--- src/video_pkg.sv ---
`default_nettype none

package video_pkg;

  // Line and map geometry
  localparam int line_width = 64;
  localparam int tile_size = 8;
  localparam int map_tiles = 16;
  localparam int world_bits = 7;
  localparam int line_x_bits = 6;

  // Data widths
  // Map entry layout: [5:0] tile index, [6] flip x, [7] flip y
  localparam int map_entry_bits = 8;
  localparam int color_index_bits = 8;
  localparam int rgb_bits = 18;
  localparam int pixel_addr_bits = 12;
  localparam int map_addr_bits = 8;

  // Control register fields
  localparam int ctrl_enable_bit = 0;
  localparam int ctrl_flip_bit = 1;
  localparam int ctrl_nop_bit = 2;
  localparam int ctrl_transp_bit = 3;

  // Cycles from map address issue to line buffer write
  localparam int pipe_latency = 3;
  // Cycles from scan_en sample to rgb
  localparam int scan_latency = 2;

  typedef enum logic [2:0] {
    reg_ctrl      = 3'd0,
    reg_scroll_x  = 3'd1,
    reg_scroll_y  = 3'd2,
    reg_nop_value = 3'd3,
    reg_color_key = 3'd4
  } cfg_reg_e;

  // Target of a memory load
  typedef enum logic [1:0] {
    sel_map,
    sel_pixel,
    sel_palette
  } mem_sel_e;

  typedef enum logic [1:0] {
    st_idle,
    st_draw,
    st_drain
  } render_state_e;

endpackage

`default_nettype wire

--- src/render_config.sv ---
`default_nettype none

module render_config (
  input  logic                              clk,
  input  logic                              reset,
  input  logic                              cfg_wr,
  input  video_pkg::cfg_reg_e               cfg_addr,
  input  logic [7:0]                        cfg_data,
  output logic                              layer_enable,
  output logic                              flip_enable,
  output logic                              nop_enable,
  output logic                              transp_enable,
  output logic [video_pkg::world_bits-1:0]  scroll_x,
  output logic [video_pkg::world_bits-1:0]  scroll_y,
  output logic [7:0]                        nop_value,
  output logic [7:0]                        color_key
);
  import video_pkg::*;

  logic [ctrl_transp_bit:0] ctrl;

  always_ff @(posedge clk or posedge reset) begin
    if (reset) begin
      ctrl      <= '0;
      scroll_x  <= '0;
      scroll_y  <= '0;
      nop_value <= '0;
      color_key <= '0;
    end else if (cfg_wr) begin
      case (cfg_addr)
        reg_ctrl:      ctrl      <= cfg_data[ctrl_transp_bit:0];
        reg_scroll_x:  scroll_x  <= cfg_data[world_bits-1:0];
        reg_scroll_y:  scroll_y  <= cfg_data[world_bits-1:0];
        reg_nop_value: nop_value <= cfg_data;
        reg_color_key: color_key <= cfg_data;
        // Unlisted addresses are ignored
        default: ;
      endcase
    end
  end

  // Control bit decode
  assign layer_enable  = ctrl[ctrl_enable_bit];
  assign flip_enable   = ctrl[ctrl_flip_bit];
  assign nop_enable    = ctrl[ctrl_nop_bit];
  assign transp_enable = ctrl[ctrl_transp_bit];

endmodule

`default_nettype wire

--- config.mk ---
export PLATFORM = sky130hd
export DESIGN_NAME = render_config
export DESIGN_NICKNAME = d
export VERILOG_FILES = /design/src/video_pkg.sv /design/src/render_config.sv
export SDC_FILE = /design/constraint.sdc
export NUM_CORES = 1
export LEC_CHECK = 0
export ABC_AREA = 1
export BUFFER_PORTS_ARGS = -buffer_cell sky130_fd_sc_hd__buf_2
export CAP_MARGIN = 25
export CORE_MARGIN = 2
export CORE_UTILIZATION = 52
export DETAILED_ROUTE_END_ITERATION = 12
export MAX_ROUTING_LAYER = met4
export PLACE_DENSITY = 0.83
export SYNTH_ARGS = -nofsm -noshare
export SYNTH_HDL_FRONTEND = slang
export SYNTH_SLANG_ARGS = --single-unit
--- constraint.sdc ---
create_clock -name clk -period 1.9 [get_ports clk]
set_clock_uncertainty 0.1 [all_clocks]
set_input_delay 0.38 -clock clk [delete_from_list [all_inputs] [get_ports clk]]
set_output_delay 0.38 -clock clk [all_outputs]
set_load 0.02 [all_outputs]
Word-level counts from Yosys, hierarchy flattened
Cells that the tools add are included.
- add/sub/neg operators: 0
- multipliers: 0
- div/mod/pow operators: 0
- magnitude comparators: 0
- equality and inequality tests: 4
- shift operators: 0
- mux-type cells: 0
- bitwise logic cells: 0
- reductions and logical operators: 6
- operator list (operator ; count):
    2-bit AND reduction ; 5
    3-bit by 2-bit == test with 1-bit output (second input constant) ; 2
    3-bit by 1-bit == test with 1-bit output (second input constant) ; 1
    3-bit == test (second input constant) ; 1
    3-bit logical NOT ; 1
- bits in registers: 34
- latch bits: 0
- memory bits (writable): 0
- memory bits (read-only): 0
- input bits: 14
- output and inout bits: 34
- logic and storage cells: 15
- memories: 0

Longest topological paths before layout
- word-level depth: 2
- gate-level depth with buffers: 6
- mapped depth without buffers: 5

Worst setup path after synthesis
OpenSTA, ideal clock, no wires.
- kind: input port to flip-flop
- start: input cfg_wr
- end: register ctrl[0]
- library setup time: 117 ps
- data arrival time: 902 ps
- data required time: 1683 ps
- path slack: 781 ps
- stages: 6
- cells stage by stage: inv_1 > nor2_2 > buf_4 > nand2_1 > nand2_1 > nand2_1
- cells in the longest elaborated chain, start to end: 1
- RTL lines (item ; RTL line ; source):
    from (decl) ; render_config.sv:6 ; input logic cfg_wr,
    2-bit AND reduction (no source line) ; -- ;
    to (signal assigned) ; render_config.sv:31 ; reg_ctrl: ctrl <= cfg_data[ctrl_transp_bit:0];
    to (decl) ; render_config.sv:20 ; logic [ctrl_transp_bit:0] ctrl;
No other way between the ends.
A chain may end at the register's enable or synchronous reset.

Worst setup path after layout
- start: register color_key[6]
- end: output color_key[6]
- RTL lines (item ; RTL line ; source):
    from (decl) ; render_config.sv:16 ; output logic [7:0] color_key
    from (signal assigned) ; render_config.sv:35 ; reg_color_key: color_key <= cfg_data;
No word-level cell between the ends.

==> flow_summary.yaml <==
drt:
  via_count: 1221
  wire_per_inst_microns: 12.58
  final_antenna_net_count: 0
  dr.pass1.iters: 4
  drtIter0Drc: 29
  route.detailed.drc: 0
  wirelength_microns: 3070
  viasPerCell: 5.004
power:
  ir_worst_vdd_v: 0.0009229
  powerDensity_nw_per_um2: 1106
  leakagePower_nw: 1.033
finish:
  drive_gt1_frac: 0.3131
  stdcell_count: 244
  diodes: 0
  regArea_sq_um: 850.8
  nFillCells: 193
  multi_input_area_sq_um: 491.7
  nets: 227
  area_growth_syn_to_layout_pct: 25.72
  fin_util: 0.6972
sta:
  finalMaxSlewViolations: 0
  fin_tns_setup_ns: 0
  setup_viol: 0
  timing.hold.ws_ns: 0.01401
  rsz0062_at_grt: "no"
  finalCritPeriodShare: 0.7288
  max_clock_freq_mhz: 722.1
  period_needed_ns: 1.385
  worstMarginPinSlew_ns: 0.4091
  report.final.hold_viol_count: 0
  slew_headroom: 0.7272
  worst_slack_ns: 0.5152
synthesis:
  synth_area_leaders: "dfrtp_1 (61%), nand2_1 (22%), nand3_1 (9.4%)"
  synth_top_area_frac: 0.6137
  synth_nets: 173
  syn_inst: 159
  post-synth-top-area-cell: "dfrtp_1"
  synth_area_sq_um: 1386
  ys_ff_latch: 34
  avgSynthCellArea_sq_um: 8.719
  yosysSeqAreaShare: 0.6137
  ys_types: 11
  yosys_warnings: 0
place:
  place_hpwl_microns: 2298
  dp.cells: 236
  place.gp.congestion: 0.8426
  portBuffers: 47
  dp_worst_setup_slack_ns: 0.5302
floorplan:
  start_util: 0.5546
  die_area_sq_um: 3095
  core_area_sq_um: 2500
  rows: 18
  die_h_microns: 55.64
  die_w_microns: 55.64
  io_pins: 48
worst_setup_path:
  cpPeakStageDelay_ns: 0.41
  crit_cells: 1
  ff2ff_path_depth: 2
  critPathMaxFanout: 2
  required_ns: 1.42
  start_kind: "flip-flop"
  cp_slowest_cell: "dfrtp_1"
  critical_path_arrival_ns: 0.90
  cp-startpoint: "color_key[6]"
  cp_num_buf_inv: 1
  path_delay_family: "flip-flops"
  end_kind: "primary output"
  rr_endpoint: "color_key[6]"
  crit_chain: "buf_2"
  critPathKind: "flip-flop to primary output"
  worstReg2RegStart: "color_key[6]"
  endpoint: "color_key[6]"
  rrSetupSlack_ns: 1.16
clock_network:
  clkTransAtPathRegs_ns: 0.10
  cts_tree: "built"
  clock_path_buffers: 2
  insertion_delay_ns: 0.33
  cts_root_buf: "clkbuf_4"
  postCtsHoldBufs: 0
  cts_resized: 0
  clock_sinks: 34
  cts_setup_buffers: 0
  cts_buffers: 5
  htree_levels: 2
grt:
  grt_usage: 0.2239
  grt_remaining_overflow: 0
  antenna_found_initial: 0
  grt_max_degree: 35
  grt_pass1_wl_microns: 5181
  first_global_vias: 1225
flow_run:
  maxCapViolCount: 0
min_path:
  hold_path.class: "input pin to async pin"
run_status:
  status: "finished, final reports clean"
metal layers:
metal | vias to the layer above | GRT usage | wire length, microns
li1 | 605 | - | -
met1 | 564 | 0.2539 | 1272
met2 | 47 | 0.3605 | 1533
met3 | 5 | 0.08372 | 223
met4 | 0 | 0.08711 | 40
met5 | - | - | 0
cells in the mapped netlist, drive strengths merged:
cell type and instances:
clkinv 1, inv 6, nand2 84, nand3 26
buf 3, nor2 5, dfrtp 34
cell families (layout without fill, tap and decap cells):
logic type    count (synthesis)  in the layout  synth area share
buf+inv                      10             65           0.03159
simple gates                115            115            0.3547
flops                        34             34            0.6137
worst min path at each step:
stage                           start      endpoint  slack (ns)  cells past startpoint
final                           reset  color_key[6]        0.01                      3
after global routing            reset  color_key[6]        0.05                      3
after CTS                       reset  color_key[6]        0.01                      3
after detailed placement  scroll_y[2]   scroll_y[2]        0.36                      2
after global placement    scroll_y[5]   scroll_y[5]        0.35                      2
after floorplan           cfg_data[0]  nop_value[0]        0.39                      2
stage by stage:
step | instance area [sq um] | power, W
5_1_grt | 1743 | 0.002036
3_5_place_dp | 1664 | 0.001464
6_report | 1743 | 0.001928
3_3_place_gp | 1664 | 0.001445
4_1_cts | 1743 | 0.001951
2_1_floorplan | 1386 | 0.001255
cell usage in the layout, fill, tap and decap left out, types with 3 or more instances in the layout:
master    count
buf_4         3
nand2_1      82
clkbuf_4      5
nor2_2        3
dfrtp_1      34
clkbuf_8      3
nand3_1      26
inv_1         4
buf_2        47
where the power goes:
group          internal, W  switching [W]
Sequential        0.000858      0.0000691
Combinational     0.000166       0.000351
Clock             0.000253       0.000231
Total              0.00128       0.000651
worst register-to-register path, cell delays in order, from the launching register on:
cell,delay [ns]
dfrtp_1,0.41
nand2_1,0.08
nand2_1,0.05
cell type report:
class                      count  share of cell area
inverter                       7             0.01508
clock buffer                   8             0.04523
sequential                    34              0.4882
multi-input combinational    115              0.2821
tap                           30             0.02154
timing repair buffer          50              0.1479
registers in the layout (all words and copies together), names as in the netlist:
signal     count
color_key      8
nop_value      8
scroll_x       7
scroll_y       7
ctrl           4
Note: power is estimated with default switching activity, not from simulation.
