$ cat src/video_pkg.sv
`default_nettype none

package video_pkg;

  // Line and map geometry
  localparam int line_width = 64;
  localparam int tile_size = 8;
  localparam int map_tiles = 16;
  localparam int world_bits = 7;
  localparam int line_x_bits = 6;

  // Data widths
  // Map entry layout: [5:0] tile index, [6] flip x, [7] flip y
  localparam int map_entry_bits = 8;
  localparam int color_index_bits = 8;
  localparam int rgb_bits = 18;
  localparam int pixel_addr_bits = 12;
  localparam int map_addr_bits = 8;

  // Control register fields
  localparam int ctrl_enable_bit = 0;
  localparam int ctrl_flip_bit = 1;
  localparam int ctrl_nop_bit = 2;
  localparam int ctrl_transp_bit = 3;

  // Cycles from map address issue to line buffer write
  localparam int pipe_latency = 3;
  // Cycles from scan_en sample to rgb
  localparam int scan_latency = 2;

  typedef enum logic [2:0] {
    reg_ctrl      = 3'd0,
    reg_scroll_x  = 3'd1,
    reg_scroll_y  = 3'd2,
    reg_nop_value = 3'd3,
    reg_color_key = 3'd4
  } cfg_reg_e;

  // Target of a memory load
  typedef enum logic [1:0] {
    sel_map,
    sel_pixel,
    sel_palette
  } mem_sel_e;

  typedef enum logic [1:0] {
    st_idle,
    st_draw,
    st_drain
  } render_state_e;

endpackage

`default_nettype wire

$ cat src/tile_entry_decode.sv
`default_nettype none

module tile_entry_decode (
  input  logic                                   clk,
  input  logic                                   reset,
  input  logic                                   issue_valid,
  input  logic [2:0]                             tile_px,
  input  logic [2:0]                             tile_py,
  input  logic [video_pkg::line_x_bits-1:0]      issue_x,
  input  logic [video_pkg::map_entry_bits-1:0]   map_data,
  input  logic                                   flip_enable,
  input  logic                                   nop_enable,
  input  logic [7:0]                             nop_value,
  output logic [video_pkg::pixel_addr_bits-1:0]  pixel_addr,
  output logic                                   pixel_valid,
  output logic [video_pkg::line_x_bits-1:0]      pixel_x,
  output logic                                   pixel_skip
);
  import video_pkg::*;

  logic [2:0] px_q;
  logic [2:0] py_q;
  logic       flip_x;
  logic       flip_y;
  logic [2:0] px_f;
  logic [2:0] py_f;

  always_ff @(posedge clk or posedge reset) begin
    if (reset) begin
      pixel_valid <= 1'b0;
    end else begin
      pixel_valid <= issue_valid;
    end
  end

  // Align coordinates with the map RAM output
  always_ff @(posedge clk) begin
    px_q    <= tile_px;
    py_q    <= tile_py;
    pixel_x <= issue_x;
  end

  // Flip bits only count when flipping is on
  assign flip_x = flip_enable && map_data[6];
  assign flip_y = flip_enable && map_data[7];
  assign px_f   = flip_x ? 3'(tile_size - 1) - px_q : px_q;
  assign py_f   = flip_y ? 3'(tile_size - 1) - py_q : py_q;

  // Tile index is the low six bits either way
  assign pixel_addr = {map_data[5:0], py_f, px_f};
  assign pixel_skip = nop_enable && (map_data == nop_value);

endmodule

`default_nettype wire

$ cat config.mk
export PLATFORM = sky130hd
export DESIGN_NAME = tile_entry_decode
export DESIGN_NICKNAME = d
export VERILOG_FILES = /design/src/video_pkg.sv /design/src/tile_entry_decode.sv
export SDC_FILE = /design/constraint.sdc
export NUM_CORES = 1
export LEC_CHECK = 0
export BUFFER_PORTS_ARGS = -buffer_cell sky130_fd_sc_hd__buf_2
export CAP_MARGIN = 20
export CORE_MARGIN = 3
export CORE_UTILIZATION = 30
export CTS_BUF_LIST = sky130_fd_sc_hd__clkbuf_2 sky130_fd_sc_hd__clkbuf_4 sky130_fd_sc_hd__clkbuf_8
export DETAILED_ROUTE_END_ITERATION = 7
export GPL_ROUTABILITY_DRIVEN = 1
export PLACE_DENSITY = 0.75
export SKIP_LAST_GASP = 1
export SLEW_MARGIN = 20
export SYNTH_ARGS = -nofsm -noshare
export SYNTH_HDL_FRONTEND = slang
export SYNTH_SLANG_ARGS = --single-unit
$ cat constraint.sdc
create_clock -name clk -period 0.8 [get_ports clk]
set_clock_uncertainty 0.15 [all_clocks]
set_input_delay 0.08 -clock clk [delete_from_list [all_inputs] [get_ports clk]]
set_output_delay 0.08 -clock clk [all_outputs]
set_load 0.03 [all_outputs]
; ---- After elaboration in Yosys (flattened, before gate mapping)
; Index checks and enable logic that the tools add are counted.
; Widths: inputs -> output; s select.
[totals]
reg_bits = 13
latchBits = 0
inputBits = 33
mem_bits_ro = 0
mem_bits_rw = 0
n_memories = 0
elab_cells = 12
[classes]
n_shift = 0
n_eq_ne = 1
n_addsub = 2
multipliers = 0
div_mod_pow = 0
muxes = 2
bitwise_logic = 0
magnitude_cmp = 0
reduce_logical = 3
[op_table]
columns = cell, n
row1 = $eq 8x8->1, 1
row2 = $mux 3, 2
row3 = $sub 3x3->3 const A, 2
row4 = $logic_and 1x1->1, 3

; ---- Depth between registers and ports, before layout
[depth]
word_depth = 2
depth_mapped = 3

; ---- Worst setup path before layout
; No wires, ideal clock.
[synth_path]
kind = reg-to-output
from = register px_q[0]
to = output pixel_addr[0] (netlist bit)
t_required_ns = 0.570
arrival_time_ns = 0.827
slack_ns = -0.257
path_stages_with_launch = 2
path_buffers = 0
cell_sequence = dfxtp_1 > xnor2_1
[synth_via]
elab_chain_cells = 2
[synth_lines]
columns = element, line
row1 = start: declaration, tile_entry_decode.sv:21  ; logic [2:0] px_q;
row2 = start signal: assignment, tile_entry_decode.sv:38  ; px_q <= tile_px;
row3 = $sub 3x3->3, tile_entry_decode.sv:46  ; assign px_f = flip_x ? 3'(tile_size - 1) - px_q : px_q;
row4 = $mux 3 (*), tile_entry_decode.sv:46
row5 = end: declaration, tile_entry_decode.sv:14  ; output logic [video_pkg::pixel_addr_bits-1:0] pixel_addr,
; Mark *: on every way between the ends. The rest lies on a longest branch, timed or not.

; ---- Final worst setup path
[layout_path]
from = register py_q[0]
to = output pixel_addr[3] (netlist bit)
[layout_via]
elab_chain_cells = 2
[layout_lines]
columns = element, line
row1 = start: declaration, tile_entry_decode.sv:22  ; logic [2:0] py_q;
row2 = start signal: assignment, tile_entry_decode.sv:39  ; py_q <= tile_py;
row3 = $sub 3x3->3, tile_entry_decode.sv:47  ; assign py_f = flip_y ? 3'(tile_size - 1) - py_q : py_q;
row4 = $mux 3 (*), tile_entry_decode.sv:47
; Marks and branches as above.

==> impl_metrics.csv <==
group,metric,value,unit
timing,hold_viol_final,0,
finish,mostFrequentLayoutCell,"buf_2",
timing,fin_tns_setup,-3.38,ns
global_routing,grt_pass1_vias,548,
synthesis,synth_cells,40,
run_status,violations,"negative setup slack",
floorplan,die_h,45.5,um
finish,final_cell_mix,"buf_2, dlygate4sd3_1, buf_6",
run_status,status,"finished with violations",
placed_design,port_buffers,52,
flow_run,maxCapViolCount,0,
detailed_routing,ant_nets,0,
clock_network,path_clk_slew,0.07,ns
placed_design,hpwl,938,um
finish,post-route-util,80.9,%
clock_network,htree_levels,1,
synthesis,yosys_warnings,0,
timing,rsz0062_at_grt,"true",
timing,worst_pin_slew,0.281,ns
synthesis,synth_area,469,um^2
finish,num-fill-cells,86,
finish,area_growth,138,%
placed_design,place_congestion,0.610,
pwr,seqPwrFrac,41.5,%
finish,fin_area,0.00112,mm^2
global_routing,grt_usage,17.0,%
timing,fmax,876,MHz
setup_path,worstPathMaxFanout,1,
pwr,p_leak,0.000541,uW
finish,fin_nets,138,
pwr,pwr-share-clk,25.0,%
synthesis,synth_fp_nets,73,
detailed_routing,detail_route.wl_per_cell,12.4,um
pwr,p_int,1220,uW
clock_network,clk_path_buf_depth,2,
timing,setup_violations,14,
floorplan,die_area,0.00207,mm^2
setup_path,max_stage_delay,0.36,ns
detailed_routing,routed_wl,1480,um
finish,antenna_cells,0,
worst_hold_path,hold_path_class,"in2async",
floorplan,core_area,0.00138,mm^2
placed_design,post_dp_cell_area,845,um^2
global_routing,gr-total-overflow,0,
detailed_routing,drc_errors,0,
detailed_routing,drt_first_pass_iters,3,
setup_path,criticalPathCategory,"reg2out",
setup_path,crit_arrival,0.91,ns
detailed_routing,vias_per_cell,4.19,
synthesis,yosysUniqueCellTypes,9,
synthesis,yosysTopAreaCell,"dfxtp_1",
pwr,p_switching,495,uW
clock_network,clock-root-buffer,"clkbuf_4",
timing,final-max-slew-violation-count,0,
pwr,combPwrFrac,33.4,%
synthesis,yosys-top-cells-area,"dfxtp_1, xnor2_1, buf_4, dfrtp_1, nand2_1",
timing,setup_slack,-0.341,ns
finish,drive_gt1_share,76.9,%
synthesis,synth_seq_cells,13,
pwr,max-vdd-ir-drop,1.30,mV
timing,slew-limit-headroom,81.2,%
timing,period_needed,1.14,ns
floorplan,ios,53,
floorplan,start_util,33.9,%
synthesis,synth_top_area_share,51.2,%
floorplan,num_rows,13,
detailed_routing,drt_iter0_markers,1,
pwr,power_density,1530,mW/mm^2
clock_network,cts_sinks,13,
setup_path,start_kind,"flip-flop",
timing,min_period_over_period,143,%
setup_path,path_cells,"xnor2_4 > buf_6",
synthesis,synth.avg_cell_area,11.7,um^2
setup_path,cp-end-kind,"primary output",
detailed_routing,vias,499,
global_routing,grt_max_degree,8,
setup_path,critPathRequiredTime,0.57,ns
global_routing,grt_first_pass_wirelength,2300,um
pwr,swShare,28.9,%
clock_network,cts_tree,"built",
global_routing,antenna_found_initial,0,
clock_network,numCtsBuffers,3,
setup_path,slowest_stage,"dfxtp_4",
floorplan,die_w,45.5,um
synthesis,synth_seq_area_share,56.5,%
## critical path: cells and delay by family, from the launching register on
family / cells / cell delay (ns)
xor+xnor: 1 / 0.13
buf+inv: 1 / 0.15
flops: 1 / 0.36
## kinds of logic after synthesis
family | synth area share (%)
simple gates | 6.93
xor+xnor | 26.1
flops | 56.5
buf+inv | 10.4
## registers in the layout (all words and copies together), names as in the netlist
name and cells:
pixel_x 6, py_q 3, px_q 3, pixel_valid 1
## power groups by stage
stage          sequential (uW)  clock, uW  combinational, uW
3_5_place_dp               725          0                451
4_1_cts                    716        434                570
5_1_grt                    717        459                604
6_report                   712        429                573
3_3_place_gp               723          0                445
2_1_floorplan              762          0                274
## cell type report
cell class                      count  area [um^2]  share of cell area (%)
Timing Repair Buffer               66          488                    43.6
Multi-Input combinational cell     20          290                    26.0
Tap cell                           15         18.8                    1.68
Sequential cell                    13          288                    25.7
Inverter                            1         3.75                   0.336
Clock buffer                        4         30.0                    2.68
## final timing paths
path | startpoint | endpoint | slack (ns) | depth (start not counted)
setup / recovery | py_q[0]$_DFF_P_ | pixel_addr[3] | -0.34 | 2
max in group asynchronous | reset | pixel_valid$_DFF_PP0_ | 0.39 | 3
min in group clk | tile_px[1] | px_q[1]$_DFF_P_ | 0.28 | 2
hold / removal | reset | pixel_valid$_DFF_PP0_ | 0.02 | 3
## per-stage QoR
stage | power (uW) | hold WS (ns) | setup slack (ns) | instances
finish | 1710 | 0.0236 | -0.341 | 119
global route | 1780 | 0.0428 | -0.369 | 119
CTS | 1720 | 0.0148 | -0.346 | 119
detailed placement | 1180 | -0.236 | -0.281 | 101
global placement | 1170 | -0.238 | -0.265 | 101
floorplan | 1040 | -0.341 | -0.110 | 40
## routing by layer
layer  vias up  GRT usage, %  share of wire [%]
met1       212          12.6                 25
met5         -             0                  0
li1        244             -                  -
met3         4          8.70                 18
met4         0          12.3                3.0
met2        39          31.8                 54
## synthesized netlist by cell type
library cell,number
nand4_1,1
nand3_1,1
xnor2_1,14
inv_1,1
dfrtp_1,1
dfxtp_1,12
buf_4,6
nor3_2,1
nand2_1,3
## what timing repair did
item                       in CTS  in global routing
buffers inserted                0                  0
hold buffers                   14                  0
hold endpoints to repair       14                  0
pin swaps                       2                  0
setup endpoints to repair      14                 14
gates resized for setup        36                  2
Note: power is estimated with default switching activity, not from simulation.
