`src/video_pkg.sv`:
```
`default_nettype none

package video_pkg;

  // Line and map geometry
  localparam int line_width = 64;
  localparam int tile_size = 8;
  localparam int map_tiles = 16;
  localparam int world_bits = 7;
  localparam int line_x_bits = 6;

  // Data widths
  // Map entry layout: [5:0] tile index, [6] flip x, [7] flip y
  localparam int map_entry_bits = 8;
  localparam int color_index_bits = 8;
  localparam int rgb_bits = 18;
  localparam int pixel_addr_bits = 12;
  localparam int map_addr_bits = 8;

  // Control register fields
  localparam int ctrl_enable_bit = 0;
  localparam int ctrl_flip_bit = 1;
  localparam int ctrl_nop_bit = 2;
  localparam int ctrl_transp_bit = 3;

  // Cycles from map address issue to line buffer write
  localparam int pipe_latency = 3;
  // Cycles from scan_en sample to rgb
  localparam int scan_latency = 2;

  typedef enum logic [2:0] {
    reg_ctrl      = 3'd0,
    reg_scroll_x  = 3'd1,
    reg_scroll_y  = 3'd2,
    reg_nop_value = 3'd3,
    reg_color_key = 3'd4
  } cfg_reg_e;

  // Target of a memory load
  typedef enum logic [1:0] {
    sel_map,
    sel_pixel,
    sel_palette
  } mem_sel_e;

  typedef enum logic [1:0] {
    st_idle,
    st_draw,
    st_drain
  } render_state_e;

endpackage

`default_nettype wire

```
`src/line_buffer.sv`:
```
`default_nettype none

module line_buffer (
  input  logic                                    clk,
  input  logic                                    reset,
  input  logic                                    pixel_valid,
  input  logic                                    pixel_skip,
  input  logic [video_pkg::line_x_bits-1:0]       pixel_x,
  input  logic [video_pkg::color_index_bits-1:0]  pixel_index,
  input  logic                                    transp_enable,
  input  logic [7:0]                              color_key,
  input  logic [video_pkg::rgb_bits-1:0]          pal_data,
  input  logic                                    bank_swap,
  input  logic                                    scan_en,
  input  logic [video_pkg::line_x_bits-1:0]       scan_x,
  output logic [video_pkg::color_index_bits-1:0]  pal_addr,
  output logic [video_pkg::rgb_bits-1:0]          rgb
);
  import video_pkg::*;

  // Two banks of one line each, bank select is the address MSB
  logic [rgb_bits-1:0]         buf_mem [2*line_width];
  logic                        bank_sel;
  logic                        valid_d1;
  logic                        valid_d2;
  logic                        skip_d1;
  logic                        skip_d2;
  logic [line_x_bits-1:0]      x_d1;
  logic [line_x_bits-1:0]      x_d2;
  logic [color_index_bits-1:0] index_d;
  logic                        key_hit;
  logic                        buf_wr;
  logic                        scan_en_q;
  logic [rgb_bits-1:0]         scan_data;

  // Pixel value goes straight to the palette
  assign pal_addr = pixel_index;

  always_ff @(posedge clk or posedge reset) begin
    if (reset) begin
      bank_sel  <= 1'b0;
      valid_d1  <= 1'b0;
      valid_d2  <= 1'b0;
      scan_en_q <= 1'b0;
      rgb       <= '0;
    end else begin
      if (bank_swap) begin
        bank_sel <= ~bank_sel;
      end
      valid_d1  <= pixel_valid;
      valid_d2  <= valid_d1;
      scan_en_q <= scan_en;
      // Blank output when not scanning
      rgb <= scan_en_q ? scan_data : '0;
    end
  end

  // Side data delayed to meet pal_data
  always_ff @(posedge clk) begin
    skip_d1 <= pixel_skip;
    skip_d2 <= skip_d1;
    x_d1    <= pixel_x;
    x_d2    <= x_d1;
    index_d <= pixel_index;
  end

  assign key_hit = transp_enable && (index_d == color_key);
  assign buf_wr  = valid_d2 && !skip_d2 && !key_hit;

  // Render into the back bank, scan out the front one
  always_ff @(posedge clk) begin
    if (buf_wr) begin
      buf_mem[{bank_sel, x_d2}] <= pal_data;
    end
    scan_data <= buf_mem[{~bank_sel, scan_x}];
  end

endmodule

`default_nettype wire

```
`config.mk`:
```
export PLATFORM = sky130hd
export DESIGN_NAME = line_buffer
export DESIGN_NICKNAME = d
export VERILOG_FILES = /design/src/video_pkg.sv /design/src/line_buffer.sv
export SDC_FILE = /design/constraint.sdc
export NUM_CORES = 2
export LEC_CHECK = 0
export ABC_AREA = 1
export BUFFER_PORTS_ARGS = -buffer_cell sky130_fd_sc_hd__buf_2
export CORE_UTILIZATION = 55
export DETAILED_ROUTE_END_ITERATION = 12
export GPL_ROUTABILITY_DRIVEN = 1
export GPL_TIMING_DRIVEN = 0
export MAX_ROUTING_LAYER = met4
export PLACE_DENSITY = 0.71
export SLEW_MARGIN = 20
export SYNTH_ARGS = -nofsm -noshare
export SYNTH_HDL_FRONTEND = slang
export SYNTH_SLANG_ARGS = --single-unit
```
`constraint.sdc`:
```
create_clock -name clk -period 3.8 [get_ports clk]
set_input_delay 0.95 -clock clk [delete_from_list [all_inputs] [get_ports clk]]
set_output_delay 0.95 -clock clk [all_outputs]
set_load 0.02 [all_outputs]
```
* After elaboration in Yosys (flattened, before gate mapping) *
Memories as Yosys holds them, arrays and structs flattened. A register that Yosys moved wholly into a read port is not among the register bits.
Index checks and enable logic that the tools add are counted.

storage, ports and cells
  RAM bits = 2304
  register bits after elaboration = 44
  memories = 1
  output and inout bits = 26
  ROM bits = 0
  logic and storage cells = 21
  latch bits = 0

cells by class
  shifts and indexed selects = 0
  div/mod/pow operators = 0
  equality and inequality tests = 1
  $mul = 0
  $add $sub $neg = 0
  bitwise operators = 1
  $lt $le $gt $ge = 0
  muxes and demuxes = 3
  reductions and logical operators = 5

memories
  name     depth  width  read ports  clocked after memory_dff  write ports  line               text
  buf_mem  128    18     1           1                         1            line_buffer.sv:22  logic [rgb_bits-1:0] buf_mem [2*line_width];

operator list
  kind                 number
  18-bit 2-to-1 mux    1
  8-bit equality test  1
  1-bit logical AND    3
  1-bit logical NOT    2
  1-bit 2-to-1 mux     2
  1-bit NOT            1

* Logic depth before layout (Yosys ltp) *
  word-level depth = 6
  depth in mapped cells = 13
  gate-level depth less buffers = 9

* Worst setup path after synthesis *
Ideal clock, no wire load.

  path kind = input to register
  start = input port color_key[2]
  end = memory buf_mem[100][0] (enable)
  data required time = 3.407 ns
  stages = 6
  arrival = 2.541 ns
  setup slack = 0.866 ns
  cell sequence = xor2_1 -> nor4_1 -> nand3_1 -> nand3_1 -> buf_4 -> nor2_1

on the way
  cells in the longest elaborated chain, start to end = 6

ends and longest elaborated chain
  what                                    line               text
  start, declared                         line_buffer.sv:11  input logic [7:0] color_key,
  8-bit equality test                     line_buffer.sv:67  assign key_hit = transp_enable && (index_d == color_key);
  1-bit logical AND                       line_buffer.sv:67
  1-bit logical NOT                       line_buffer.sv:68  assign buf_wr = valid_d2 && !skip_d2 && !key_hit;
  1-bit logical AND                       line_buffer.sv:68
  1-bit 2-to-1 mux                        line_buffer.sv:72  if (buf_wr) begin
  1-bit 2-to-1 mux (implied by the code)  line_buffer.sv:73  buf_mem[{bank_sel, x_d2}] <= pal_data;
  end, declared                           line_buffer.sv:22

Every way passes these cells.

==> results.yml <==
floorplanning:
  core_um2: 170000
  initial_core_util_pct: 55.5
  die_x_um: 416
  fp.dieArea_um2: 173000
  row_count: 151
  die_y_um: 416
  io-pin-count: 79
synthesis:
  syn-instance-count: 7713
  ys_seq_elements: 2366
  synthMuxAreaShare_pct: 0
  synth_adder_area_share_pct: 0
  syn-cell-area_um2: 94200
  seq_area_frac_synth_pct: 74.9
  synth_top_area_cell: "edfxtp_1"
  postSynthNetCount: 7766
  synth_area_per_cell_um2: 12.2
  ys_types: 18
  synth_compound_area_share_pct: 0
  synth.area.top_cells: "edfxtp_1 73%, nand3_1 12%, nand2_1 9.4%, buf_2 1.8%, dfxtp_1 0.85%"
  synthXorXnorAreaFrac_pct: 0.0837
  yosys_warnings: 0
  synth_simple_gate_area_share_pct: 22.1
  synth_top_family_by_area: "simple AND/OR/NAND/NOR gates"
  yosysTopAreaCellShare_pct: 73.5
power:
  power_leakage_nw: 38.5
  p_total_mw: 57.0
  peakVddDrop_v: 0.000540
  p_per_area_nw_per_um2: 524
clock_tree:
  clock-sinks: 2366
  cts_buffers: 233
  postCtsHoldBufs: 0
  cts_max_path_buffers: 3
  cts_root_buffer: "clkbuf_16"
  postCtsResizedCells: 0
  htreeDepth: 4
  cts_tree: "built"
  path_clk_slew_ps: 60
  post_cts_buffers: 0
  clkLatencyLatePin_ps: 920
timing:
  rsz0062_at_grt: "false"
  hold_viol: 0
  fin_hold_ws_ps: 137
  finalCriticalPeriod_ps: 3940
  setup_viol_count_final: 3
  slew_headroom_pct: 8.61
  finalCritPeriodShare_pct: 104
  worstMarginPinSlew_ps: 1370
  fmax_mhz: 254
  worst_slack_ps: -139
  drv_slew: 0
  finClkSkew_ps: 38.8
route:
  viasPerCell: 6.54
  firstDrtPassIters: 7
  wire_per_inst_um: 35.5
  routed_wl_mm: 375
  ant_nets: 0
  num_vias: 69200
  drc: 0
  first_iter_violations: 12300
placement:
  numPortBuffers: 72
  place.gp.congestion: 1.06
  hpwl_mm: 263
  dp.cells: 10100
  placed_cell_area_um2: 101000
  pre_cts_slack_ps: -761
status:
  failed_checks: "negative setup slack"
  status: "complete, but fails checks"
global_routing:
  grt_pass1_vias: 63600
  grt_overflow_total: 0
  antenna_found_initial: 24
  grt_max_degree: 91
  grt_pass1_wl_mm: 506
  track_usage_pct: 44.4
setup_path:
  cpPeakStageDelay_ps: 760
  crit_type: "primary input to register"
  arrival_ps: 4710
  path_common_cell: "nand3_1"
  worstSetupStartpoint: "scan_x[3]"
  r2r-start: "valid_d2$_DFF_PP0_"
  path_max_fanout: 10
  start_kind: "primary input"
  cp_slowest_cell: "buf_2"
  cp_cell_sequence: "buf_2, inv_2, buf_2, buf_1, nand3_1, nand3_1, nand3_1, nand3_1, nand2_1"
  end_kind: "register"
  crit_required_ps: 4570
job:
  maxCapViolations: 0
finish:
  mostFrequentLayoutCell: "nand2_1"
  final_cell_mix: "2362 x nand2_1, 2304 x edfxtp_1, 2272 x nand3_1"
  final_cells: 10600
  area_delta_synth_final_pct: 15.6
  drive_above_1_share_pct: 12.6
  nNetsFinal: 8191
  design_area_um2: 109000
hold_path:
  hold_start: "pixel_x[4]"
  hold_class: "primary input to register"
power breakdown:
group / leakage [nW] / total [mW] / internal [mW] / switching, mW
sequential: 21.3 / 28.9 / 28.8 / 0.0984
combinational: 13.5 / 4.84 / 0.964 / 3.87
clock: 3.68 / 23.2 / 13.1 / 10.2
total: 38.5 / 57.0 / 42.9 / 14.2
metrics by stage:
stage          util, %   TNS, ps
3_5_place_dp      59.7   -196430
5_1_grt           64.1         0
2_1_floorplan        -         0
3_3_place_gp      57.4  -2488030
4_1_cts           64.1         0
6_report          64.1      -250
flip-flops by register name, summed over array words and instances (netlist names), 6 cells and up:
| register | cells |
|---|---|
| x_d2 | 6 |
| index_d | 8 |
| rgb | 18 |
| x_d1 | 6 |
| buf_mem | 2304 |
| scan_data | 18 |
area by class of cell:
cell class	count	area, µm²
Tap cell	2218	2780
Inverter	35	135
Sequential cell	2366	70500
Clock buffer	316	6360
Clock inverter	123	1220
Multi-Input combinational cell	4793	21900
Buffer	519	2630
Timing Repair Buffer	190	3280
Fill cell	12500	60800
Antenna cell	19	47.5
worst paths after layout:
kind,to,slack (ps),depth (start not counted)
max,scan_data[14]$_DFF_P_,-140,9
min in group asynchronous,bank_sel$_DFFE_PP0P_,190,2
min reg2reg,x_d2[0]$_DFF_P_,320,0
min,x_d1[4]$_DFF_P_,140,1
max reg2reg,buf_mem[58][6]$_DFFE_PP_,100,5
max in group asynchronous,rgb[0]$_DFF_PP0_,3080,2
synthesized netlist by cell type:
cell and instances:
inv_1 28, nand3_1 2277, buf_4 37, buf_2 331
clkbuf_1 74, nand2_1 2362, edfxtp_1 2304, clkinv_2 1
clkinv_1 2, nor4_1 2, xor2_1 9, inv_2 3
inv_4 1, dfxtp_1 40, buf_1 63, dfrtp_1 22
buf_6 14, nor2_1 143
layer usage:
metal,wire [µm],GRT usage (%),vias up
met3,54100,13.3,1192
met1,130000,55.9,33700
met5,0,-,-
met4,30100,29.1,0
li1,-,-,28500
met2,161000,62.5,5850
cells by family (layout without fill, tap and decap cells):
logic type | count (synthesis) | after routing
buffers and inverters | 554 | 1183
flip-flops | 2366 | 2366
AND/OR/NAND/NOR | 4784 | 4784
XOR/XNOR | 9 | 9
other | 0 | 19
critical path, delay by kind of cell:
family	cells	cell delay (ps)
and+or+nand+nor	5	1360
buffers and inverters	4	2330
No activity file was read; power rests on OpenSTA's default activity.
