File: src/video_pkg.sv
`default_nettype none

package video_pkg;

  // Line and map geometry
  localparam int line_width = 64;
  localparam int tile_size = 8;
  localparam int map_tiles = 16;
  localparam int world_bits = 7;
  localparam int line_x_bits = 6;

  // Data widths
  // Map entry layout: [5:0] tile index, [6] flip x, [7] flip y
  localparam int map_entry_bits = 8;
  localparam int color_index_bits = 8;
  localparam int rgb_bits = 18;
  localparam int pixel_addr_bits = 12;
  localparam int map_addr_bits = 8;

  // Control register fields
  localparam int ctrl_enable_bit = 0;
  localparam int ctrl_flip_bit = 1;
  localparam int ctrl_nop_bit = 2;
  localparam int ctrl_transp_bit = 3;

  // Cycles from map address issue to line buffer write
  localparam int pipe_latency = 3;
  // Cycles from scan_en sample to rgb
  localparam int scan_latency = 2;

  typedef enum logic [2:0] {
    reg_ctrl      = 3'd0,
    reg_scroll_x  = 3'd1,
    reg_scroll_y  = 3'd2,
    reg_nop_value = 3'd3,
    reg_color_key = 3'd4
  } cfg_reg_e;

  // Target of a memory load
  typedef enum logic [1:0] {
    sel_map,
    sel_pixel,
    sel_palette
  } mem_sel_e;

  typedef enum logic [1:0] {
    st_idle,
    st_draw,
    st_drain
  } render_state_e;

endpackage

`default_nettype wire

File: src/render_sequencer.sv
`default_nettype none

module render_sequencer (
  input  logic                                  clk,
  input  logic                                  reset,
  input  logic                                  line_start,
  input  logic [video_pkg::world_bits-1:0]      line_y,
  input  logic                                  layer_enable,
  input  logic [video_pkg::world_bits-1:0]      scroll_x,
  input  logic [video_pkg::world_bits-1:0]      scroll_y,
  output logic [video_pkg::map_addr_bits-1:0]   map_addr,
  output logic [2:0]                            tile_px,
  output logic [2:0]                            tile_py,
  output logic [video_pkg::line_x_bits-1:0]     issue_x,
  output logic                                  issue_valid,
  output logic                                  bank_swap,
  output logic                                  line_done
);
  import video_pkg::*;

  render_state_e           state;
  logic [line_x_bits-1:0]  x_cnt;
  logic [world_bits-1:0]   y_line;
  logic [1:0]              drain_cnt;
  logic [world_bits-1:0]   world_x;
  logic [world_bits-1:0]   world_y;

  // Only an idle sequencer accepts a line command
  assign bank_swap = line_start && (state == st_idle);

  always_ff @(posedge clk or posedge reset) begin
    if (reset) begin
      state     <= st_idle;
      x_cnt     <= '0;
      y_line    <= '0;
      drain_cnt <= '0;
      line_done <= 1'b0;
    end else begin
      line_done <= 1'b0;
      case (state)
        st_idle: begin
          if (line_start) begin
            if (layer_enable) begin
              state  <= st_draw;
              x_cnt  <= '0;
              y_line <= line_y;
            end else begin
              // Nothing to draw, finish right away
              line_done <= 1'b1;
            end
          end
        end
        st_draw: begin
          x_cnt <= x_cnt + 1'b1;
          if (x_cnt == line_x_bits'(line_width - 1)) begin
            state     <= st_drain;
            drain_cnt <= 2'd1;
          end
        end
        st_drain: begin
          // Let the last pixel reach the line buffer
          drain_cnt <= drain_cnt + 1'b1;
          if (drain_cnt == 2'(pipe_latency - 1)) begin
            state     <= st_idle;
            line_done <= 1'b1;
          end
        end
        default: state <= st_idle;
      endcase
    end
  end

  // World coordinates wrap at 128
  assign world_x = {1'b0, x_cnt} + scroll_x;
  assign world_y = y_line + scroll_y;

  assign issue_valid = (state == st_draw);
  assign issue_x     = x_cnt;
  assign map_addr    = {world_y[world_bits-1:3], world_x[world_bits-1:3]};
  assign tile_px     = world_x[2:0];
  assign tile_py     = world_y[2:0];

endmodule

`default_nettype wire

File: config.mk
export PLATFORM = sky130hd
export DESIGN_NAME = render_sequencer
export DESIGN_NICKNAME = d
export VERILOG_FILES = /design/src/video_pkg.sv /design/src/render_sequencer.sv
export SDC_FILE = /design/constraint.sdc
export NUM_CORES = 1
export LEC_CHECK = 0
export BUFFER_PORTS_ARGS = -buffer_cell sky130_fd_sc_hd__buf_2
export CAP_MARGIN = 20
export CELL_PAD_IN_SITES_DETAIL_PLACEMENT = 0
export CELL_PAD_IN_SITES_GLOBAL_PLACEMENT = 1
export CORE_ASPECT_RATIO = 0.7
export CORE_MARGIN = 10
export CORE_UTILIZATION = 30
export CTS_CLUSTER_DIAMETER = 60
export DETAILED_ROUTE_END_ITERATION = 8
export PLACE_DENSITY_LB_ADDON = 0.1
export RECOVER_POWER = 100
export SLEW_MARGIN = 40
export SYNTH_ARGS = -nofsm -noshare
export SYNTH_HDL_FRONTEND = slang
export SYNTH_SLANG_ARGS = --single-unit
File: constraint.sdc
create_clock -name clk -period 2 [get_ports clk]
set_input_delay 0.2 -clock clk [delete_from_list [all_inputs] [get_ports clk]]
set_output_delay 0.2 -clock clk [all_outputs]
set_load 0.005 [all_outputs]
== Word-level counts from Yosys, hierarchy flattened ==
Index checks and enable logic that the tools add are counted.
W data, S select, Z words.
Word-level totals
  flip-flop bits (word level): 18
  word-level logic and storage cells: 39
  output and inout port bits: 23
  input bits: 25
Operators by class
  add/sub/neg operators: 4
  muxes and demuxes: 14
  reductions and logical operators: 8
  equality and inequality tests: 8
Operators with widths (count)
  $mux W6: 2
  $pmux W6 S2: 1
  $mux W2: 5
  $add A6 B7 Y7: 1
  $add A7 B7 Y7: 1
  $add A6 B1 Y6 const B: 1
  $eq A6 B6 Y1 const B: 1
  $ne A2 B2 Y1 const B: 3
  $pmux W2 S3: 1
  $reduce_and A3 Y1: 2
  $eq A2 B2 Y1 const B: 2
  $pmux W2 S2: 1
  $reduce_and A4 Y1: 1
  $reduce_bool A2 Y1: 2
  $mux W1: 3
  $add A2 B1 Y2 const B: 1
  $eq A2 B1 Y1 const B: 1
  $logic_not A2 Y1: 1
  $ne A2 B1 Y1 const B: 1
  $pmux W1 S2: 1
  $reduce_and A2 Y1: 1
  $logic_and A1 B1 Y1: 1

== Longest topological paths before layout ==
Gate-level depths: netlist of run 1.
  word-level depth: 3
  mapped depth: 7

== Worst setup path after synthesis of run 1 ==
Ideal clock, no wire load.
  kind: register -> output
  start point: reg x_cnt[0], in the netlist issue_x[0]
  end point: out map_addr[3] (netlist name)
  arrival time: 1650 ps
  setup slack: 150 ps
  buffers on the path: 0
  stages on the path, launching flop included: 8
  path through: dfrtp_1 > ha_1 > inv_1 > fa_1 > nor2b_1 > o31a_1 > nor4b_2 > a211o_1
On the way
  word-level cells in the longest chain between the ends: 1
RTL lines
  start: declaration: RTL line render_sequencer.sv:22  | logic [line_x_bits-1:0] x_cnt;
  start signal: assignment: RTL line render_sequencer.sv:54  | x_cnt <= x_cnt + 1'b1;
  $add A6 B7 Y7: RTL line render_sequencer.sv:74  | assign world_x = {1'b0, x_cnt} + scroll_x;
  end: declaration: RTL line render_sequencer.sv:11  | output logic [video_pkg::map_addr_bits-1:0] map_addr,
No other way between the ends.

== Worst setup path after layout of run 1 ==
Same ends and word-level chain as after synthesis.

==> impl_metrics.ini, run 1 <==
[status]
status = finished with violations
violations = negative setup slack

[synth]
yosysTopAreaCell = dfrtp_1
synth_area_per_cell_um2 = 9.575
synth_seq_area_share = 0.3336
ys_top_cells_by_area = dfrtp_1, ha_1, mux2_2, o21ai_0, xnor2_1
synth_nets = 182
synthFlopType = dfrtp_1
ys_types = 37
ys.warnings.count = 0
synth_top_area_share = 0.3336
synth_seq_cells = 18
synthArstFlopShare = 1.000
netlist_area_um2 = 1350
syn-instance-count = 141
synth-edff-count = 0

[clock_tree]
cts.path.max_buffers = 2
clock_sinks = 18
worst_skew_pair.late_latency_ps = 250
cts_made_buffers = 3
cts-root-buf = clkbuf_8
clk_pin_slew_ps = 70
cts_tree = built
cts_max_level = 1

[global_routing]
grt_pass1_wl_um = 5782
grt_pass1_vias = 1234
grt-ovfl-total = 0
grt_max_degree = 19
grt_usage = 0.09004
antenna_found_initial = 0

[detailed_routing]
route.met3.wl_um = 264
ant_nets = 0
drt_first_pass_iters = 5
viasPerCell = 4.834
drc = 0
dr_wl_met2_um = 1736
vias = 1252
top_layer = met4
wirelength_um = 3623
drt-met1-wl_um = 1609
routedWlPerCell_um = 13.99
drt_iter0_markers = 37

[min_path]
hold_path_depth = 3
hold_class = input pin to register
hold_path_end = y_line[1]
hp-start = line_y[1]

[worst_setup_path]
cp_max_fo = 3
rrSetupSlack_ps = 290
r2r_cells = 2
r2r_start = state[1]
crit_type = register to output pin
required_ps = 1800
cp-start-kind = register
cp-end-kind = output pin
rr_endpoint = y_line[0]
crit_arrival_ps = 1980

[finish]
nets = 246
layout.cells.most_common = buf_2
fillCellCount = 486
final_cell_mix = buf_2, dfrtp_1, o21ai_0, ha_1, clkbuf_1
stdcell_count = 259
diodes = 0
drive_above_1_share = 0.3775
stdcell_area_um2 = 1815
area_delta_synth_final_pct = 34.48

[sta]
setup_viol = 2
worstMarginPinSlew_ps = 752.0
rsz0062_at_grt = yes
finalHoldWorstSlack_ps = 150.2
maxSlewViolCount = 0
setup_ws_ps = -178.4
skew_ps = 3.962
fmax_mhz = 459.0
hold_viol = 0
fin_crit_sh = 1.089
fin_setup_tns_ps = -331.1
fin_crit_ps = 2178
relSlewSlack = 0.4959

[placed_design]
hpwl_um = 2855
dp.cells = 247
port_buffers = 47
placedInstanceArea_um2 = 1680
gp_congestion = 0.7907

[power_and_ir_drop]
ir_drop_mv = 0.4649
p_total_w = 0.002488
pwr_density_cell_nw_per_um2 = 1371
leakage_nw = 0.8572

[floorplan]
initial_utilization = 0.3101
die_x_um = 100.2
fp-row-count = 20
pin_count = 48
coreArea_um2 = 4354
fp.dieH_um = 76.13
die_area_um2 = 7626

[job]
cap_violations = 0
how the worst max path moves through the flow:
stage / from / to / slack [ps] / depth (start not counted)
finish: issue_x[0] / map_addr[3] / -180 / 8
CTS: issue_x[0] / map_addr[3] / -180 / 8
global route: y_line[0] / map_addr[7] / -280 / 8
global placement: issue_x[0] / map_addr[3] / 70 / 8
floorplan: issue_x[0] / map_addr[3] / 150 / 7
detailed placement: issue_x[0] / map_addr[3] / 30 / 8
registers in the layout (all words and copies together), names as in the netlist:
name	count
state	2
issue_x	6
y_line	7
line_done	1
drain_cnt	2
critical path: stages, from the launching register on:
cell and delay (ps):
dfrtp_1 350, ha_1 180, inv_2 50, fa_2 350
nor2b_2 150, o31a_1 230, nor4b_2 70, a211o_1 220
buf_2 120
area by class of cell:
cell class / count / area (um^2) / area share
clock buffers: 4 / 55.05 / 0.03032
well taps: 55 / 68.82 / 0.03790
multi-input cells: 107 / 869.6 / 0.4790
repair buffers: 61 / 319.1 / 0.1757
flip-flops and latches: 18 / 450.4 / 0.2481
inverters: 14 / 52.55 / 0.02895
Yosys cell counts (3+ instances only):
master / number
nand3_1: 4
inv_1: 13
xor2_1: 4
nand2_1: 9
dfrtp_1: 18
a21o_1: 4
ha_1: 14
a21oi_1: 9
o21ai_0: 12
nor2_1: 6
xnor2_1: 6
mux2_2: 6
nor2b_1: 4
a211oi_1: 3
what timing repair did:
item,4_1_cts,5_1_grt
pin swaps,6,8
buffers inserted,4,3
resized for setup,11,4
hold buffers,0,1
setup endpoints to repair,6,6
endpoints found under the hold margin,0,10
cloned,0,0
kinds of logic (layout without fill, tap and decap cells):
group           after synthesis  after routing  synth area share
xor+xnor                     10             10           0.06487
buf+inv                      16             79           0.05283
simple gates                 34             34            0.1437
mux                           6              6           0.05004
compound gates               41             41            0.1955
flops                        18             18            0.3336
fa+ha+maj                    16             16            0.1594
through the flow:
step | setup slack [ps] | utilization
floorplan | 149.6 | -
global placement | 68.96 | 0.3859
detailed placement | 30.68 | 0.3859
CTS | -179.9 | 0.4121
global route | -278.7 | 0.4170
finish | -178.4 | 0.4170
routing by layer:
| layer | up-vias | track usage |
|---|---|---|
| met2 | 33 | 0.1481 |
| met1 | 585 | 0.1077 |
| met3 | 2 | 0.04076 |
| met4 | 0 | 0.009859 |
| li1 | 632 | - |
| met5 | - | 0 |
power breakdown:
group / internal [W] / switching (W) / total (W)
Combinational: 0.000818 / 0.000765 / 0.00158
Clock: 0.000175 / 0.000123 / 0.000298
Sequential: 0.000504 / 0.000104 / 0.000608
Note: power is estimated with default switching activity, not from simulation.
==> run 2, diff against run 1 <==
--- a/config.mk
+++ b/config.mk
@@ -7,7 +7,7 @@
 export LEC_CHECK = 0
 export BUFFER_PORTS_ARGS = -buffer_cell sky130_fd_sc_hd__buf_2
 export CAP_MARGIN = 20
-export CELL_PAD_IN_SITES_DETAIL_PLACEMENT = 0
+export CELL_PAD_IN_SITES_DETAIL_PLACEMENT = 1
 export CELL_PAD_IN_SITES_GLOBAL_PLACEMENT = 1
 export CORE_ASPECT_RATIO = 0.7
 export CORE_MARGIN = 10
==> run 2 against run 1 <==
Against the previous run:
- the run still ends with negative setup slack left
- count of clock-buffer cells in the layout did not move
- core utilization rose by 2.0 points
- largest power group unchanged
- wire length rose by 15%
- sequential cell count did not move
- combinational power rose by 13%
- via count rose by 3.6%
- global-route usage rose by 2.0 points
- sequential share of layout area fell by 1.1 points
- first-iteration DRC count rose by 19%
- register-to-register slack got worse by 60 ps
- largest cell class unchanged
- highest routed layer unchanged
==> impl_metrics.ini, run 2 (same netlist as run 1, synthesis figures left out) <==
[status]
status = finished with violations
violations = negative setup slack

[clock_tree]
cts.path.max_buffers = 2
clk_pin_slew_ps = 70
clock_sinks = 18
cts_max_level = 1
cts_made_buffers = 3
worst_skew_pair.late_latency_ps = 250
cts_tree = built
cts-root-buf = clkbuf_8

[finish]
stdcell_count = 262
final_cell_mix = buf_2, dfrtp_1, o21ai_0, buf_4
area_delta_synth_final_pct = 40.96
largest_reg_flops = 7
layout.cells.most_common = buf_2
nets = 249
top_register = y_line
drive_above_1_share = 0.4251
diodes = 0

[sta]
maxSlewViolCount = 0
skew_ps = 1.544
relSlewSlack = 0.4533
fin_crit_sh = 1.139
worstMarginPinSlew_ps = 815.6
fin_setup_tns_ps = -446.6
setup_viol = 3
finalHoldWorstSlack_ps = 149.7
fmax_mhz = 439.1
hold_viol = 0
rsz0062_at_grt = yes
fin_crit_ps = 2277
setup_ws_ps = -277.2

[worst_setup_path]
crit_buf_inv = 2
cp_max_fo = 2
slowest_stage = dfrtp_1
r2r_start = state[1]
rr_endpoint = y_line[6]
cp-start-kind = register
cp_cell_sequence = ha_4, inv_2, fa_2, nor2b_2, o31a_1, o32ai_2, a311oi_2, buf_2
crit_family = compound AO/OA/AOI/OAI gates
r2r_cells = 2
required_ps = 1800
crit_type = register to output pin
crit_arrival_ps = 2080
cp-end-kind = output pin
rrSetupSlack_ps = 230
cp_slowest_stage_delay_ps = 390

[placed_design]
dp.cells = 247
hpwl_um = 3236
gp_congestion = 0.7907
port_buffers = 47

[detailed_routing]
drt_iter0_markers = 44
wirelength_um = 4153
ant_nets = 0
drc = 0
drt_first_pass_iters = 2
vias = 1297
viasPerCell = 4.950
routedWlPerCell_um = 15.85

[power_and_ir_drop]
leakage_nw = 0.8886
switching_share = 0.4017
p_total_w = 0.002705
power.share.clock = 0.110
power_frac_comb = 0.659
p_int_w = 0.001619
ir_drop_mv = 0.5488
power_switching_w = 0.001087
p_seq_frac = 0.231
pwr_density_cell_nw_per_um2 = 1422

[floorplan]
die_x_um = 100.2
initial_utilization = 0.3101
fp.dieH_um = 76.13
coreArea_um2 = 4354
pin_count = 48
fp-row-count = 20
die_area_um2 = 7626

[min_path]
hold_path_depth = 3
hold_class = input pin to register
hold_path_end = y_line[1]
hp-start = line_y[1]

[job]
cap_violations = 0

[global_routing]
antenna_found_initial = 0
grt_usage = 0.1100
grt_max_degree = 19
grt-ovfl-total = 0
grt_pass1_vias = 1446
grt_pass1_wl_um = 7072
-- run 2: layout make-up --
| type | count | area [um^2] |
|---|---|---|
| multi-input combinational | 107 | 929.6 |
| inverter | 14 | 52.55 |
| clock buffer | 4 | 55.05 |
| tap | 55 | 68.82 |
| sequential | 18 | 450.4 |
| fill | 540 | 2451 |
| timing repair buffer | 64 | 346.6 |
-- run 2: what timing repair did --
action	4_1_cts	5_1_grt
pin swaps	9	16
gates resized for setup	14	12
endpoints found under the setup margin	6	6
setup buffers	10	3
hold endpoints to repair	0	3
hold buffers	0	1
-- run 2: stage by stage --
stage / util / cell area (um^2) / setup slack, ps
floorplan: - / 1350 / 149.6
global placement: 0.3859 / 1680 / 68.96
detailed placement: 0.3859 / 1680 / -18.09
CTS: 0.4296 / 1871 / -221.2
global route: 0.4371 / 1903 / -379.1
finish: 0.4371 / 1903 / -277.2
-- run 2: how the worst max path moves through the flow --
stage	startpoint	to	slack, ps	cells past startpoint
after floorplan	issue_x[0]	map_addr[3]	150	7
after global placement	issue_x[0]	map_addr[3]	70	8
after detailed placement	y_line[0]	map_addr[7]	-20	8
after CTS	y_line[0]	map_addr[7]	-220	8
after global routing	y_line[0]	map_addr[7]	-380	8
final	y_line[0]	map_addr[7]	-280	8
-- run 2: worst min-delay path: stages --
cell,delay (ps)
buf_2,80
nand2_1,30
o21ai_0,50
-- run 2: power groups by stage --
stage	logic [W]	registers [W]	clock network (W)
CTS	0.00172	0.000623	0.000313
detailed placement	0.00152	0.000620	0
global route	0.00200	0.000644	0.000325
finish	0.00178	0.000625	0.000299
global placement	0.00146	0.000614	0
floorplan	0.000882	0.000620	0
-- run 2: metal layers --
layer	share of wire	up-vias	GRT usage
li1	-	638	-
met1	0.45	638	0.1326
met2	0.52	19	0.1936
met3	0.034	2	0.03261
met4	0.00096	0	0.008451
met5	0	-	0
==> run 3, diff against run 2 <==
--- a/config.mk
+++ b/config.mk
@@ -9,13 +9,13 @@
 export CAP_MARGIN = 20
 export CELL_PAD_IN_SITES_DETAIL_PLACEMENT = 1
 export CELL_PAD_IN_SITES_GLOBAL_PLACEMENT = 1
-export CORE_ASPECT_RATIO = 0.7
 export CORE_MARGIN = 10
 export CORE_UTILIZATION = 30
 export CTS_CLUSTER_DIAMETER = 60
 export DETAILED_ROUTE_END_ITERATION = 8
 export PLACE_DENSITY_LB_ADDON = 0.1
 export RECOVER_POWER = 100
+export SETUP_SLACK_MARGIN = 0.4
 export SLEW_MARGIN = 40
 export SYNTH_ARGS = -nofsm -noshare
 export SYNTH_HDL_FRONTEND = slang
==> run 3 against run 2 <==
Against the previous run:
- the flow still finishes with violations (negative setup slack)
- combinational power up 12%
- total power up 7.3%
- clock power grew 1%
- core utilization up 2.1 points
- cell count grew 1.5%
- first-iteration DRC count down 23%
- via count is 2.2% higher
- maximum frequency is 4.1% higher
- global-route usage rose by 0.68 points
- clock skew up 0.56 ps
==> impl_metrics.ini, run 3 (same netlist as run 1, synthesis figures left out) <==
[status]
status = finished with violations
violations = negative setup slack

[worst_setup_path]
cp-start-kind = register
rrSetupSlack_ps = 290
crit_family = adder cells
r2r_start = state[0]
slowest_stage = fa_2
rr_endpoint = y_line[2]
cp_max_fo = 2
cp-end-kind = output pin
r2r_cells = 3
cp_slowest_stage_delay_ps = 390
required_ps = 1800
crit_buf_inv = 2
cp_cell_sequence = ha_2, inv_2, fa_2, nor2b_4, o31a_1, nor4b_2, a211o_1, buf_2
crit_arrival_ps = 1990
crit_type = register to output pin

[sta]
fin_crit_ps = 2187
setup_viol = 6
maxSlewViolCount = 0
skew_ps = 2.104
fin_crit_sh = 1.093
setup_ws_ps = -186.7
fin_setup_tns_ps = -603.1
relSlewSlack = 0.5460
rsz0062_at_grt = yes
fmax_mhz = 457.3
worstMarginPinSlew_ps = 676.7
hold_viol = 0

[finish]
top_register = y_line
drive_above_1_share = 0.4486
nets = 256
final_core_util = 0.4583
fillCellCount = 522
final_cell_mix = buf_2, dfrtp_1, o21ai_0, clkbuf_1, buf_6
stdcell_area_um2 = 1996
diodes = 0
largest_reg_flops = 7
area_delta_synth_final_pct = 47.82
stdcell_count = 266
layout.cells.most_common = buf_2

[min_path]
hold_path_end = y_line[1]
hp-start = line_y[1]
hold_class = input pin to register
hold_path_depth = 3

[detailed_routing]
drt_iter0_markers = 34
drt_first_pass_iters = 4
ant_nets = 0
wirelength_um = 4482
vias = 1325
routedWlPerCell_um = 16.85
drc = 0
viasPerCell = 4.981

[placed_design]
port_buffers = 47
gp_congestion = 0.8244
dp.cells = 244
hpwl_um = 3332
placedInstanceArea_um2 = 1682

[clock_tree]
cts_tree = built
cts_max_level = 1
worst_skew_pair.late_latency_ps = 250
clk_pin_slew_ps = 70
cts_made_buffers = 3
cts-root-buf = clkbuf_8
clock_sinks = 18
cts.path.max_buffers = 2

[floorplan]
die_x_um = 87.09
initial_utilization = 0.3101
pin_count = 48
fp-row-count = 24
die_area_um2 = 7584
coreArea_um2 = 4354
fp.dieH_um = 87.09

[global_routing]
grt_max_degree = 19
grt_pass1_vias = 1484
grt-ovfl-total = 0
antenna_found_initial = 0
grt_pass1_wl_um = 7238
grt_usage = 0.1168

[power_and_ir_drop]
p_int_w = 0.001752
pwr_density_cell_nw_per_um2 = 1455
leakage_nw = 0.9353
power_frac_comb = 0.684
ir_drop_mv = 0.4873
switching_share = 0.3967
power_switching_w = 0.001152
p_seq_frac = 0.212
power.share.clock = 0.104

[job]
cap_violations = 0
run 3: power groups by stage:
stage | clock network, W | registers, W | logic, W
finish | 0.000303 | 0.000615 | 0.00199
global route | 0.000345 | 0.000633 | 0.00221
CTS | 0.000316 | 0.000616 | 0.00186
detailed placement | 0 | 0.000610 | 0.00154
global placement | 0 | 0.000604 | 0.00147
floorplan | 0 | 0.000621 | 0.000887
run 3: area by class of cell:
type,instances,area [um^2],share of cell area
inverter,14,52.55,0.02633
clock buffer,4,55.05,0.02759
timing repair buffer,71,429.2,0.2150
sequential,18,450.4,0.2257
tap,52,65.06,0.03260
multi-input combinational,107,943.4,0.4727
run 3: worst reg2reg max path, stage by stage (launching register included):
cell and delay [ps]:
dfrtp_1 480, nor3_1 230, clkbuf_1 480, mux2_2 410
run 3: worst max path at each step:
stage                     startpoint     endpoint  slack, ps  cells past startpoint
after floorplan           issue_x[0]  map_addr[3]        180                      7
after global placement     y_line[0]  map_addr[7]         70                      8
after detailed placement   y_line[0]  map_addr[7]        -30                      8
after CTS                  y_line[0]  map_addr[7]       -200                      8
after global routing       y_line[0]  map_addr[7]       -330                      8
final                     issue_x[0]  map_addr[3]       -190                      8
run 3: layer usage:
| layer | wire [um] | global-route usage |
|---|---|---|
| met3 | 261 | 0.03745 |
| met2 | 2426 | 0.2219 |
| met5 | 0 | 0 |
| met4 | 22 | 0.02209 |
| met1 | 1771 | 0.1213 |
run 3: per-stage QoR:
stage / hold slack [ps] / power (W) / setup slack [ps]
2_1_floorplan: 138.6 / 0.001508 / 179.6
3_3_place_gp: 351.3 / 0.002071 / 71.63
3_5_place_dp: 368.6 / 0.002149 / -29.80
4_1_cts: 85.48 / 0.002796 / -204.7
5_1_grt: 157.6 / 0.003184 / -331.6
6_report: 155.9 / 0.002904 / -186.7
run 3: what timing repair did:
action / 4_1_cts / 5_1_grt
buffers inserted: 11 / 6
setup endpoints to repair: 12 / 21
hold buffers: 0 / 1
hold endpoints to repair: 0 / 18
resized for setup: 23 / 15
pin swaps: 19 / 12
